$ cat src/rtl/bev_pkg.sv
`default_nettype none

package bev_pkg;

    // Width of the box number, also the bridge address
    localparam int box_addr_w_def = 8;

    // Recipe sizes and ingredient ceiling
    localparam int size_s  = 480;
    localparam int size_m  = 720;
    localparam int size_l  = 960;
    localparam int ing_max = 4095;

    typedef logic [11:0] ing_amt_t;

    typedef enum logic [1:0]
    {
        make_drink = 2'd0,
        supply     = 2'd1,
        check_date = 2'd2
    } action_t;

    typedef enum logic [2:0]
    {
        black_tea                = 3'd0,
        milk_tea                 = 3'd1,
        extra_milk_tea           = 3'd2,
        green_tea                = 3'd3,
        green_milk_tea           = 3'd4,
        pineapple_juice          = 3'd5,
        super_pineapple_tea      = 3'd6,
        super_pineapple_milk_tea = 3'd7
    } bev_type_t;

    typedef enum logic [1:0]
    {
        s = 2'd0,
        m = 2'd1,
        l = 2'd2
    } bev_size_t;

    typedef enum logic [1:0]
    {
        no_err = 2'd0,
        no_exp = 2'd1,
        no_ing = 2'd2,
        ing_of = 2'd3
    } err_t;

    // Command sequencer phases, also seen by the input capture
    typedef enum logic [3:0]
    {
        idle,
        get_type,
        get_size,
        get_date,
        get_box,
        get_supply,
        read,
        evaluate,
        write,
        report
    } ctrl_state_t;

    typedef struct packed
    {
        logic [3:0] month;
        logic [4:0] day;
    } date_t;

    // Memory layout of one box, 64 bits
    typedef struct packed
    {
        ing_amt_t   black_tea;
        ing_amt_t   green_tea;
        logic [7:0] month;
        ing_amt_t   milk;
        ing_amt_t   pineapple_juice;
        logic [7:0] day;
    } stock_rec_t;

    typedef struct packed
    {
        logic                      in_valid;
        logic                      r_wb;
        logic [box_addr_w_def-1:0] addr;
        stock_rec_t                data_w;
    } bridge_req_t;

    typedef struct packed
    {
        action_t                   act;
        bev_type_t                 bev_type;
        bev_size_t                 bev_size;
        date_t                     date;
        logic [box_addr_w_def-1:0] box_no;
    } order_t;

endpackage

`default_nettype wire
$ cat src/rtl/bev_top.sv
`timescale 1ns/10ps
`default_nettype none

module bev_top
    import bev_pkg::*;
#(
    parameter int box_addr_w = 8
)
(
    input  logic                  clk,
    input  logic                  inf,
    input  logic                  sel_action_valid,
    input  logic                  type_valid,
    input  logic                  size_valid,
    input  logic                  date_valid,
    input  logic                  box_no_valid,
    input  logic                  box_sup_valid,
    input  action_t               act,
    input  bev_type_t             bev_type,
    input  bev_size_t             bev_size,
    input  date_t                 date,
    input  logic [box_addr_w-1:0] box_no,
    input  ing_amt_t              ing,
    output logic                  out_valid,
    output logic                  complete,
    output err_t                  err_msg,
    output bridge_req_t           c_req,
    input  logic                  c_out_valid,
    input  stock_rec_t            c_data_r
);

    order_t         order;
    ing_amt_t [3:0] sup_amts;
    logic           sup_count_done;
    ctrl_state_t    phase;
    logic           req_rd;
    logic           req_wr;
    logic           load_calc;
    logic           rd_done;
    logic           wr_done;
    stock_rec_t     stock;
    stock_rec_t     new_stock;
    err_t           calc_err;
    logic           calc_complete;

    bev_order_capture capture_i (
        .clk              (clk),
        .inf              (inf),
        .phase            (phase),
        .sel_action_valid (sel_action_valid),
        .type_valid       (type_valid),
        .size_valid       (size_valid),
        .date_valid       (date_valid),
        .box_no_valid     (box_no_valid),
        .box_sup_valid    (box_sup_valid),
        .act              (act),
        .bev_type         (bev_type),
        .bev_size         (bev_size),
        .date             (date),
        .box_no           (box_no),
        .ing              (ing),
        .order            (order),
        .sup_amts         (sup_amts),
        .sup_count_done   (sup_count_done)
    );

    bev_ctrl ctrl_i (
        .clk              (clk),
        .inf              (inf),
        .sel_action_valid (sel_action_valid),
        .type_valid       (type_valid),
        .size_valid       (size_valid),
        .date_valid       (date_valid),
        .box_no_valid     (box_no_valid),
        .sup_count_done   (sup_count_done),
        .order            (order),
        .rd_done          (rd_done),
        .wr_done          (wr_done),
        .err              (calc_err),
        .complete_in      (calc_complete),
        .phase            (phase),
        .req_rd           (req_rd),
        .req_wr           (req_wr),
        .load_calc        (load_calc),
        .out_valid        (out_valid),
        .complete         (complete),
        .err_msg          (err_msg)
    );

    bev_stock_calc calc_i (
        .order     (order),
        .sup_amts  (sup_amts),
        .stock     (stock),
        .new_stock (new_stock),
        .err       (calc_err),
        .complete  (calc_complete)
    );

    bev_bridge_port #(
        .box_addr_w (box_addr_w)
    ) bridge_i (
        .clk         (clk),
        .inf         (inf),
        .order       (order),
        .req_rd      (req_rd),
        .req_wr      (req_wr),
        .load_calc   (load_calc),
        .new_stock   (new_stock),
        .c_out_valid (c_out_valid),
        .c_data_r    (c_data_r),
        .c_req       (c_req),
        .stock       (stock),
        .rd_done     (rd_done),
        .wr_done     (wr_done)
    );

endmodule

`default_nettype wire

$ cat src/rtl/bev_bridge_port.sv
`timescale 1ns/10ps
`default_nettype none

module bev_bridge_port
    import bev_pkg::*;
#(
    parameter int box_addr_w = 8
)
(
    input  logic        clk,
    input  logic        inf,
    input  order_t      order,
    input  logic        req_rd,
    input  logic        req_wr,
    input  logic        load_calc,
    input  stock_rec_t  new_stock,
    input  logic        c_out_valid,
    input  stock_rec_t  c_data_r,
    output bridge_req_t c_req,
    output stock_rec_t  stock,
    output logic        rd_done,
    output logic        wr_done
);

    logic                  in_valid_q;
    logic                  pending_q;
    logic                  r_wb_q;
    logic [box_addr_w-1:0] addr_q;

    always_ff @(posedge clk or negedge inf)
    begin
        if (!inf)
        begin
            in_valid_q <= 1'b0;
            pending_q  <= 1'b0;
        end
        else
        begin
            in_valid_q <= req_rd || req_wr;
            if (c_out_valid)
                pending_q <= 1'b0;
            else if (in_valid_q)
                pending_q <= 1'b1;
        end
    end

    // Held until the response, nothing else loads them meanwhile
    always_ff @(posedge clk)
    begin
        if (req_rd || req_wr)
        begin
            r_wb_q <= req_rd;
            addr_q <= order.box_no;
        end
    end

    assign rd_done = c_out_valid && r_wb_q;
    assign wr_done = c_out_valid && !r_wb_q;

    // Working record, replaced by the result at evaluate
    always_ff @(posedge clk)
    begin
        if (rd_done)
            stock <= c_data_r;
        else if (load_calc)
            stock <= new_stock;
    end

    assign c_req = '{in_valid: in_valid_q, r_wb: r_wb_q, addr: addr_q, data_w: stock};

    a_no_overlap : assert property (@(posedge clk) disable iff (!inf)
        c_req.in_valid |-> !pending_q)
        else $error("bridge request issued with a response outstanding");

endmodule

`default_nettype wire

$ cat src/rtl/bev_stock_calc.sv
`timescale 1ns/10ps
`default_nettype none

module bev_stock_calc
    import bev_pkg::*;
(
    input  order_t         order,
    input  ing_amt_t [3:0] sup_amts,
    input  stock_rec_t     stock,
    output stock_rec_t     new_stock,
    output err_t           err,
    output logic           complete
);

    ing_amt_t         unit;
    ing_amt_t         half;
    ing_amt_t         quarter;
    ing_amt_t [3:0]   cur;
    ing_amt_t [3:0]   need;
    ing_amt_t [3:0]   sat;
    logic [3:0][12:0] left;
    logic [3:0][12:0] sum;
    logic             expired;
    logic             short;
    logic             over;

    // Index 0 black, 1 green, 2 milk, 3 pineapple
    assign cur = {stock.pineapple_juice, stock.milk, stock.green_tea, stock.black_tea};

    assign expired = (stock.month[3:0] < order.date.month) ||
                     (stock.month[3:0] == order.date.month && stock.day[4:0] < order.date.day);

    always_comb
    begin
        case (order.bev_size)
            s:       unit = ing_amt_t'(size_s);
            m:       unit = ing_amt_t'(size_m);
            default: unit = ing_amt_t'(size_l);
        endcase
    end

    assign half    = unit >> 1;
    assign quarter = unit >> 2;

    // Recipe shares of one cup
    always_comb
    begin
        need = '0;
        case (order.bev_type)
            black_tea:       need[0] = unit;
            milk_tea:
            begin
                need[0] = unit - quarter;
                need[2] = quarter;
            end
            extra_milk_tea:
            begin
                need[0] = half;
                need[2] = half;
            end
            green_tea:       need[1] = unit;
            green_milk_tea:
            begin
                need[1] = half;
                need[2] = half;
            end
            pineapple_juice: need[3] = unit;
            super_pineapple_tea:
            begin
                need[0] = half;
                need[3] = half;
            end
            default:
            begin
                need[0] = half;
                need[2] = quarter;
                need[3] = quarter;
            end
        endcase
    end

    // Bit 12 flags borrow on a draw and carry on a restock
    always_comb
    begin
        short = 1'b0;
        over  = 1'b0;
        for (int i = 0; i < 4; i++)
        begin
            left[i] = {1'b0, cur[i]} - {1'b0, need[i]};
            sum[i]  = {1'b0, cur[i]} + {1'b0, sup_amts[i]};
            sat[i]  = sum[i][12] ? ing_amt_t'(ing_max) : sum[i][11:0];
            short   = short | left[i][12];
            over    = over | sum[i][12];
        end
    end

    always_comb
    begin
        new_stock = stock;
        err       = no_err;
        case (order.act)
            make_drink:
            begin
                if (expired)
                begin
                    err = no_exp;
                end
                else if (short)
                begin
                    err = no_ing;
                end
                else
                begin
                    new_stock.black_tea       = left[0][11:0];
                    new_stock.green_tea       = left[1][11:0];
                    new_stock.milk            = left[2][11:0];
                    new_stock.pineapple_juice = left[3][11:0];
                end
            end
            supply:
            begin
                if (over)
                begin
                    err = ing_of;
                end
                new_stock.black_tea       = sat[0];
                new_stock.green_tea       = sat[1];
                new_stock.milk            = sat[2];
                new_stock.pineapple_juice = sat[3];
                new_stock.month           = {4'd0, order.date.month};
                new_stock.day             = {3'd0, order.date.day};
            end
            default:
            begin
                if (expired)
                begin
                    err = no_exp;
                end
            end
        endcase
    end

    assign complete = (err == no_err);

endmodule

`default_nettype wire

$ cat src/rtl/bev_ctrl.sv
`timescale 1ns/10ps
`default_nettype none

module bev_ctrl
    import bev_pkg::*;
(
    input  logic        clk,
    input  logic        inf,
    input  logic        sel_action_valid,
    input  logic        type_valid,
    input  logic        size_valid,
    input  logic        date_valid,
    input  logic        box_no_valid,
    input  logic        sup_count_done,
    input  order_t      order,
    input  logic        rd_done,
    input  logic        wr_done,
    input  err_t        err,
    input  logic        complete_in,
    output ctrl_state_t phase,
    output logic        req_rd,
    output logic        req_wr,
    output logic        load_calc,
    output logic        out_valid,
    output logic        complete,
    output err_t        err_msg
);

    ctrl_state_t state_q;
    ctrl_state_t state_n;
    logic        need_wr;

    // The action is only known one cycle after its strobe, so the state
    // after idle is get_type and the phase is decoded from the action
    always_comb
    begin
        phase = state_q;
        if (state_q == get_type && order.act != make_drink)
        begin
            phase = (order.act == supply || order.act == check_date) ? get_date : idle;
        end
    end

    // Supply always stores its saturated record
    assign need_wr   = (order.act == supply) || (order.act == make_drink && err == no_err);
    assign load_calc = (phase == evaluate);

    always_comb
    begin
        state_n = phase;
        case (phase)
            idle:       if (sel_action_valid) state_n = get_type;
            get_type:   if (type_valid) state_n = get_size;
            get_size:   if (size_valid) state_n = get_date;
            get_date:   if (date_valid) state_n = get_box;
            get_box:
            begin
                if (box_no_valid)
                begin
                    state_n = (order.act == supply) ? get_supply : read;
                end
            end
            get_supply: if (sup_count_done) state_n = read;
            read:       if (rd_done) state_n = evaluate;
            evaluate:   state_n = need_wr ? write : report;
            write:      if (wr_done) state_n = report;
            default:    state_n = idle;
        endcase
    end

    always_ff @(posedge clk or negedge inf)
    begin
        if (!inf)
        begin
            state_q   <= idle;
            req_rd    <= 1'b0;
            req_wr    <= 1'b0;
            out_valid <= 1'b0;
            complete  <= 1'b0;
            err_msg   <= no_err;
        end
        else
        begin
            state_q   <= state_n;
            req_rd    <= (state_n == read) && (phase != read);
            req_wr    <= (phase == evaluate) && need_wr;
            out_valid <= (state_n == report);
            if (phase == evaluate)
            begin
                err_msg  <= err;
                complete <= complete_in;
            end
            else if (phase == report)
            begin
                err_msg  <= no_err;
                complete <= 1'b0;
            end
        end
    end

    // Bridge responses only while one is awaited
    a_rd_done_in_read : assert property (@(posedge clk) disable iff (!inf)
        rd_done |-> phase == read)
        else $error("read response outside the read phase");

    a_wr_done_in_write : assert property (@(posedge clk) disable iff (!inf)
        wr_done |-> phase == write)
        else $error("write response outside the write phase");

endmodule

`default_nettype wire

$ cat src/rtl/bev_order_capture.sv
`timescale 1ns/10ps
`default_nettype none

module bev_order_capture
    import bev_pkg::*;
(
    input  logic                      clk,
    input  logic                      inf,
    input  ctrl_state_t               phase,
    input  logic                      sel_action_valid,
    input  logic                      type_valid,
    input  logic                      size_valid,
    input  logic                      date_valid,
    input  logic                      box_no_valid,
    input  logic                      box_sup_valid,
    input  action_t                   act,
    input  bev_type_t                 bev_type,
    input  bev_size_t                 bev_size,
    input  date_t                     date,
    input  logic [box_addr_w_def-1:0] box_no,
    input  ing_amt_t                  ing,
    output order_t                    order,
    output ing_amt_t [3:0]            sup_amts,
    output logic                      sup_count_done
);

    logic [1:0] sup_cnt;
    logic       sup_take;

    assign sup_take       = (phase == get_supply) && box_sup_valid;
    assign sup_count_done = sup_take && (sup_cnt == 2'd3);

    // Each field is taken only in its own phase
    always_ff @(posedge clk)
    begin
        if (sel_action_valid && phase == idle)
        begin
            order.act <= act;
        end
        if (type_valid && phase == get_type)
        begin
            order.bev_type <= bev_type;
        end
        if (size_valid && phase == get_size)
        begin
            order.bev_size <= bev_size;
        end
        if (date_valid && phase == get_date)
        begin
            order.date <= date;
        end
        if (box_no_valid && phase == get_box)
        begin
            order.box_no <= box_no;
        end
    end

    // Amounts arrive black, green, milk, pineapple
    always_ff @(posedge clk)
    begin
        if (sup_take)
        begin
            sup_amts[sup_cnt] <= ing;
        end
    end

    always_ff @(posedge clk or negedge inf)
    begin
        if (!inf)
        begin
            sup_cnt <= 2'd0;
        end
        else if (phase == idle)
        begin
            sup_cnt <= 2'd0;
        end
        else if (sup_take)
        begin
            sup_cnt <= sup_cnt + 2'd1;
        end
    end

endmodule

`default_nettype wire

$ cat config.mk
export PLATFORM = sky130hd
export DESIGN_NAME = bev_top
export DESIGN_NICKNAME = d
export VERILOG_FILES = /design/src/rtl/bev_pkg.sv /design/src/rtl/bev_top.sv /design/src/rtl/bev_bridge_port.sv /design/src/rtl/bev_stock_calc.sv /design/src/rtl/bev_ctrl.sv /design/src/rtl/bev_order_capture.sv
export SDC_FILE = /design/constraint.sdc
export NUM_CORES = 1
export LEC_CHECK = 0
export BUFFER_PORTS_ARGS = -buffer_cell sky130_fd_sc_hd__buf_2
export CAP_MARGIN = 20
export CORE_MARGIN = 5
export CORE_UTILIZATION = 57
export CTS_CLUSTER_DIAMETER = 50
export DETAILED_ROUTE_END_ITERATION = 10
export PLACE_DENSITY = 0.82
export SETUP_SLACK_MARGIN = 0.1
export SLEW_MARGIN = 25
export SYNTH_ARGS = -nofsm -noshare
export SYNTH_HDL_FRONTEND = slang
export SYNTH_HIERARCHICAL = 1
export SYNTH_SLANG_ARGS = --single-unit
$ cat constraint.sdc
create_clock -name clk -period 4.8 [get_ports clk]
set_input_delay 0.72 -clock clk [delete_from_list [all_inputs] [get_ports clk]]
set_output_delay 0.72 -clock clk [all_outputs]
set_load 0.005 [all_outputs]
Word-level counts from Yosys, hierarchy flattened:

Index checks and enable logic that the tools add are counted.
Widths: inputs -> output; s select.

* $add $sub $neg: 10
* order comparisons: 4
* equality and inequality tests: 26
* muxes and demuxes: 46
* bitwise operators: 6
* reductions and logical operators: 37

Operator list (count)
* $mux 64: 2
* $mux 24: 4
* $pmux 24 s2: 2
* $pmux 12 s3: 2
* $mux 12: 5
* $add 12x12->13: 4
* $bwmux 48: 1
* $sub 12x12->13: 3
* $mux 4: 9
* $pmux 4 s9: 1
* $demux 12 s2: 1
* $pmux 12 s2: 1
* $pmux 11 s2: 1
* $eq 4x3->1 const B: 5
* $pmux 10 s2: 1
* $mux 2: 9
* $mux 8: 2
* $logic_and 1x1->1: 15
* $sub 12x11->13: 1
* $eq 4x4->1 const B: 3
* $sub 10x8->11: 1
* $reduce_bool 2->1: 5
* $eq 3x3->1 const B: 3
* $eq 4x1->1 const B: 2
* 28 further kinds: 46

* bits in registers: 158
* output and inout port bits: 78
* word-level logic and storage cells: 155

Longest topological paths before layout:

* depth in word-level cells: 18
* depth in mapped cells: 18
* gate-level depth less buffers: 17

Hierarchy:

Netlist, hierarchy kept.

Modules (own cells, without submodules)
* bev_stock_calc: instances 1, cells each 778, area each 5432.7 sq um, sequential area each 0.0 sq um
* bev_bridge_port: instances 1, cells each 216, area each 3668.5 sq um, sequential area each 2217.1 sq um
* bev_order_capture: instances 1, cells each 99, area each 2422.3 sq um, sequential area each 2212.1 sq um
* bev_ctrl: instances 1, cells each 72, area each 641.9 sq um, sequential area each 250.2 sq um

Least setup slack after synthesis:

Ideal clock, no wire load.

* path type: register -> register
* start: register, netlist name capture_i/order[17]
* end: register ctrl_i.state_q[0]
* library setup time: 139 ps
* arrival: 3532 ps
* slack: 1130 ps
* cell stages (with the launch flop): 19
* period minus slack after synthesis: 3670 ps
* cells stage by stage: edfxtp_1 > clkbuf_1 > clkbuf_1 > nor2_1 > ha_1 > nand3b_1 > o21ai_0 > fa_1 > nor2b_1 > o31a_2 > o2111ai_2 > a2bb2oi_1 > nand2_1 > inv_1 > o22ai_1 > nor2_1 > a21oi_1 > a22o_1 > or4_1

* cells in the longest elaborated chain, start to end: 16
* elaborated cells between the ends (all ways): 23
* classes of those cells: add/sub (5); eq/ne (1); mux (10); bitwise (3); reduce/logical (4)

Ends and longest elaborated chain
* $eq 2x1->1 / $logic_not 2->1 (equally long branches): line bev_stock_calc.sv:35 `case (order.bev_size)`
* $pmux 10 s2 *: line bev_stock_calc.sv:35
* $sub 10x8->11: line bev_stock_calc.sv:53 `need[0] = unit - quarter;`
* $pmux 12 s3: line bev_stock_calc.sv:49 `case (order.bev_type)`
* $sub 12x12->13: line bev_stock_calc.sv:89 `left[i] = {1'b0, cur[i]} - {1'b0, need[i]};`
* $or 1x1->1 (2 in a row): line bev_stock_calc.sv:92 `short = short | left[i][12];`
* $or 1x1->1 *: line bev_stock_calc.sv:92
* $mux 2 *: line bev_stock_calc.sv:108 `else if (short)`
* $mux 2 *: line bev_stock_calc.sv:104 `if (expired)`
* $pmux 2 s2 *: line bev_stock_calc.sv:101 `case (order.act)`
* net calc_err[1]: line bev_top.sv:43 `err_t calc_err;`
* $logic_not 2->1 *: line bev_ctrl.sv:45 `assign need_wr = (order.act == supply) || (order.act == make_drink && err == no_err);`
* $logic_and 1x1->1 *: line bev_ctrl.sv:45
* $logic_or 1x1->1 *: line bev_ctrl.sv:45
* $mux 1 *: line bev_ctrl.sv:65 `evaluate: state_n = need_wr ? write : report;`
* $pmux 4 s9 *: line bev_ctrl.sv:51 `case (phase)`
* net ctrl_i.state_n[0]: line bev_ctrl.sv:30 `ctrl_state_t state_n;`
* end signal: assignment: line bev_ctrl.sv:75 `state_q <= idle;`
* end signal: assignment: line bev_ctrl.sv:84 `state_q <= state_n;`
* end: declaration: line bev_ctrl.sv:29 `ctrl_state_t state_q;`

Mark *: on every way through the listed nets, which the timed path passes. The rest lies on a longest branch.
A chain may end at the register's enable or synchronous reset.

==> results.cfg <==
[pwr]
power.leakage_uw = 0.00562
peakVddDrop_mv = 0.375
p_per_area_nw_per_um2 = 567
power_uw = 7640

[setup_path]
path_class = reg2reg
critPathArrivalTime_ps = 4670
reg2reg_from = capture_i/order[18]$_DFFE_PP_
cp_data_required_time_ps = 5120
cp-start-kind = register
cp_max_fo = 17
rrSetupSlack_ps = 450
end_kind = register
worstReg2RegEnd = bridge_i/c_req[59]$_DFFE_PP_
rr_worst_depth = 15

[layout]
diodes = 0
nets = 1495
drive_gt1_frac = 0.266
area_delta_synth_final_pct = 10.9
final_cells = 1570

[clock_tree]
post_cts_resize_count = 0
cts_root_buffer = clkbuf_16
cts_max_path_buffers = 2
cts_setup_buffers = 0
clk_pin_slew_ps = 70
cts_buffers = 17
cts_max_level = 4
clock_sinks = 158
hold_buffers = 0
cts_tree = built
clock_latency_ps = 450

[synth]
synth_adder_area_share = 0.112
synth-main-ff-cell = edfxtp_1
syn_inst = 1165
synth-xor-area-share = 0.0360
synth_most_common_cell = edfxtp_1
seq_area_frac_synth = 0.385
synth_mux_area_frac = 0.0785
yosys_warnings = 6
avgSynthCellArea_um2 = 10.4
synth_common_cells = edfxtp_1 (145), ha_1 (96), nor2_1 (81)
synth_top_area_frac = 0.358
synthSimpleGateAreaFrac = 0.138
synth_top_family_by_area = compound AO/OA/AOI/OAI gates
ys_top_cells_by_area = edfxtp_1 (36%), ha_1 (9.9%), mux2_4 (4.7%)
ys_types = 93
async_reset_ff_frac = 0.0823
synth_edf_count = 145
synth_seq_cells = 158
synth_top_cell_by_area = edfxtp_1
synth_compound_area_frac = 0.176
synth_area_um2 = 12200
synth_nets = 1378

[routing]
vias_per_cell = 6.14
firstDrtPassIters = 6
wirelength_um = 33600
drc = 0
dr_total_vias = 9643
antenna_left = 0
wl_per_cell_um = 21.4
drt_iter0_markers = 824

[global_routing]
grt_max_degree = 65
grt_use_met2 = 0.439
grt_usage = 0.274
grtUsageMet1 = 0.367
grt_pass1_vias = 9524
antenna_found_initial = 0
grt_pass1_wl_um = 52000
top_usage_layer = met2
use_met3 = 0.0546
overflow = 0

[placement]
hpwl_um = 24600
port_buffers = 186
dp.cells = 1538
place.gp.congestion = 0.926

[floorplan]
rows = 53
dieArea_um2 = 24400
placeableCoreArea_um2 = 21000
io_pins = 187
die_height_um = 156
die_w_um = 156
start_util = 0.579

[timing]
drv_slew = 0
setup_tns_ps = 0
rsz0062_at_grt = no
slew_headroom = 0.274
finalHoldViolCount = 0
fmax_mhz = 230
setup_viol = 0
min_period_ps = 4350
worst_pin_slew_ps = 1070
period_share = 0.907
fin_skew_ps = 13.0

[status]
status = finished, final reports clean

[hold_path]
hp-class = in2async

[job]
maxCapViolCount = 0
stage by stage:
step	hold slack (ps)	setup WS [ps]	utilization	instance area, um^2
6_report	164	448	0.642	13500
5_1_grt	166	200	0.642	13500
4_1_cts	154	533	0.642	13500
3_5_place_dp	407	550	0.612	12900
3_3_place_gp	405	608	0.612	12900
2_1_floorplan	400	1130	-	12200
sequential cells by signal, summed over array words and instances (netlist names), 2 cells and up:
name	count
bridge_i/addr_q	8
bridge_i/c_req	64
capture_i/order	24
capture_i/sup_amts	48
capture_i/sup_cnt	2
ctrl_i/err_msg	2
ctrl_i/state_q	4
worst max path at each step:
stage | slack [ps] | to | depth (start not counted) | startpoint
3_3_place_gp | 610 | bridge_i/c_req[59]$_DFFE_PP_ | 13 | capture_i/order[20]$_DFFE_PP_
5_1_grt | 200 | bridge_i/c_req[59]$_DFFE_PP_ | 15 | capture_i/order[18]$_DFFE_PP_
3_5_place_dp | 550 | bridge_i/c_req[49]$_DFFE_PP_ | 14 | capture_i/order[18]$_DFFE_PP_
4_1_cts | 530 | bridge_i/c_req[59]$_DFFE_PP_ | 15 | capture_i/order[18]$_DFFE_PP_
2_1_floorplan | 1130 | ctrl_i/state_q[0]$_DFF_PN0_ | 18 | capture_i/order[17]$_DFFE_PP_
6_report | 450 | bridge_i/c_req[59]$_DFFE_PP_ | 15 | capture_i/order[18]$_DFFE_PP_
routing by layer:
layer | vias up | share of wire
li1 | 4548 | -
met1 | 4606 | 0.41
met2 | 419 | 0.46
met3 | 70 | 0.089
met4 | 0 | 0.035
met5 | - | 0
critical path, cell delays in order (launching register included):
cell	delay (ps)
edfxtp_1	470
nand2b_1	280
inv_1	180
ha_1	250
nand3b_1	80
o21ai_0	150
fa_1	430
nor2b_1	180
o31a_2	200
o2111ai_2	210
o2bb2ai_4	270
o31ai_4	820
buf_4	290
nor2_1	60
a211oi_2	200
mux2_4	160
layout by cell type, fill, tap and decap left out, types with 7 or more instances in the layout:
master	n
a211oi_1	13
a211oi_2	7
a21o_1	15
a21oi_1	72
a31oi_1	7
and2_1	10
buf_2	186
buf_4	14
clkbuf_16	17
dfrtp_1	13
edfxtp_1	145
fa_1	8
ha_1	96
inv_1	57
mux2_2	27
mux2_4	38
mux2i_1	8
nand2_1	65
nand2b_1	31
nand3_1	18
nor2_1	80
nor2b_1	16
nor3_1	32
o211ai_1	9
o21a_1	17
o21ai_0	60
o21ai_1	9
o31ai_1	8
o32ai_1	10
or3_1	11
xnor2_1	36
xor2_1	14
where the power goes:
group | switching [uW] | total [uW] | internal (uW)
clock | 695 | 1410 | 710
combinational | 2190 | 3950 | 1770
sequential | 337 | 2280 | 1950
total | 3220 | 7640 | 4420
logic make-up after synthesis:
kind of cell	after synthesis
adders and majority gates	104
buffers and inverters	160
xor gates and xnor gates	50
and+or+nand+nor	318
muxes	73
DFF	158
AOI/OAI and AO/OA	302
area by class of cell:
| cell class | instances | area, um^2 |
|---|---|---|
| Clock inverter | 15 | 190 |
| Timing Repair Buffer | 200 | 1040 |
| Tap cell | 275 | 344 |
| Fill cell | 1654 | 7530 |
| Clock buffer | 17 | 425 |
| Inverter | 58 | 218 |
| Multi-Input combinational cell | 847 | 6590 |
| Sequential cell | 158 | 4680 |
Power figures use the tool's default switching activity.
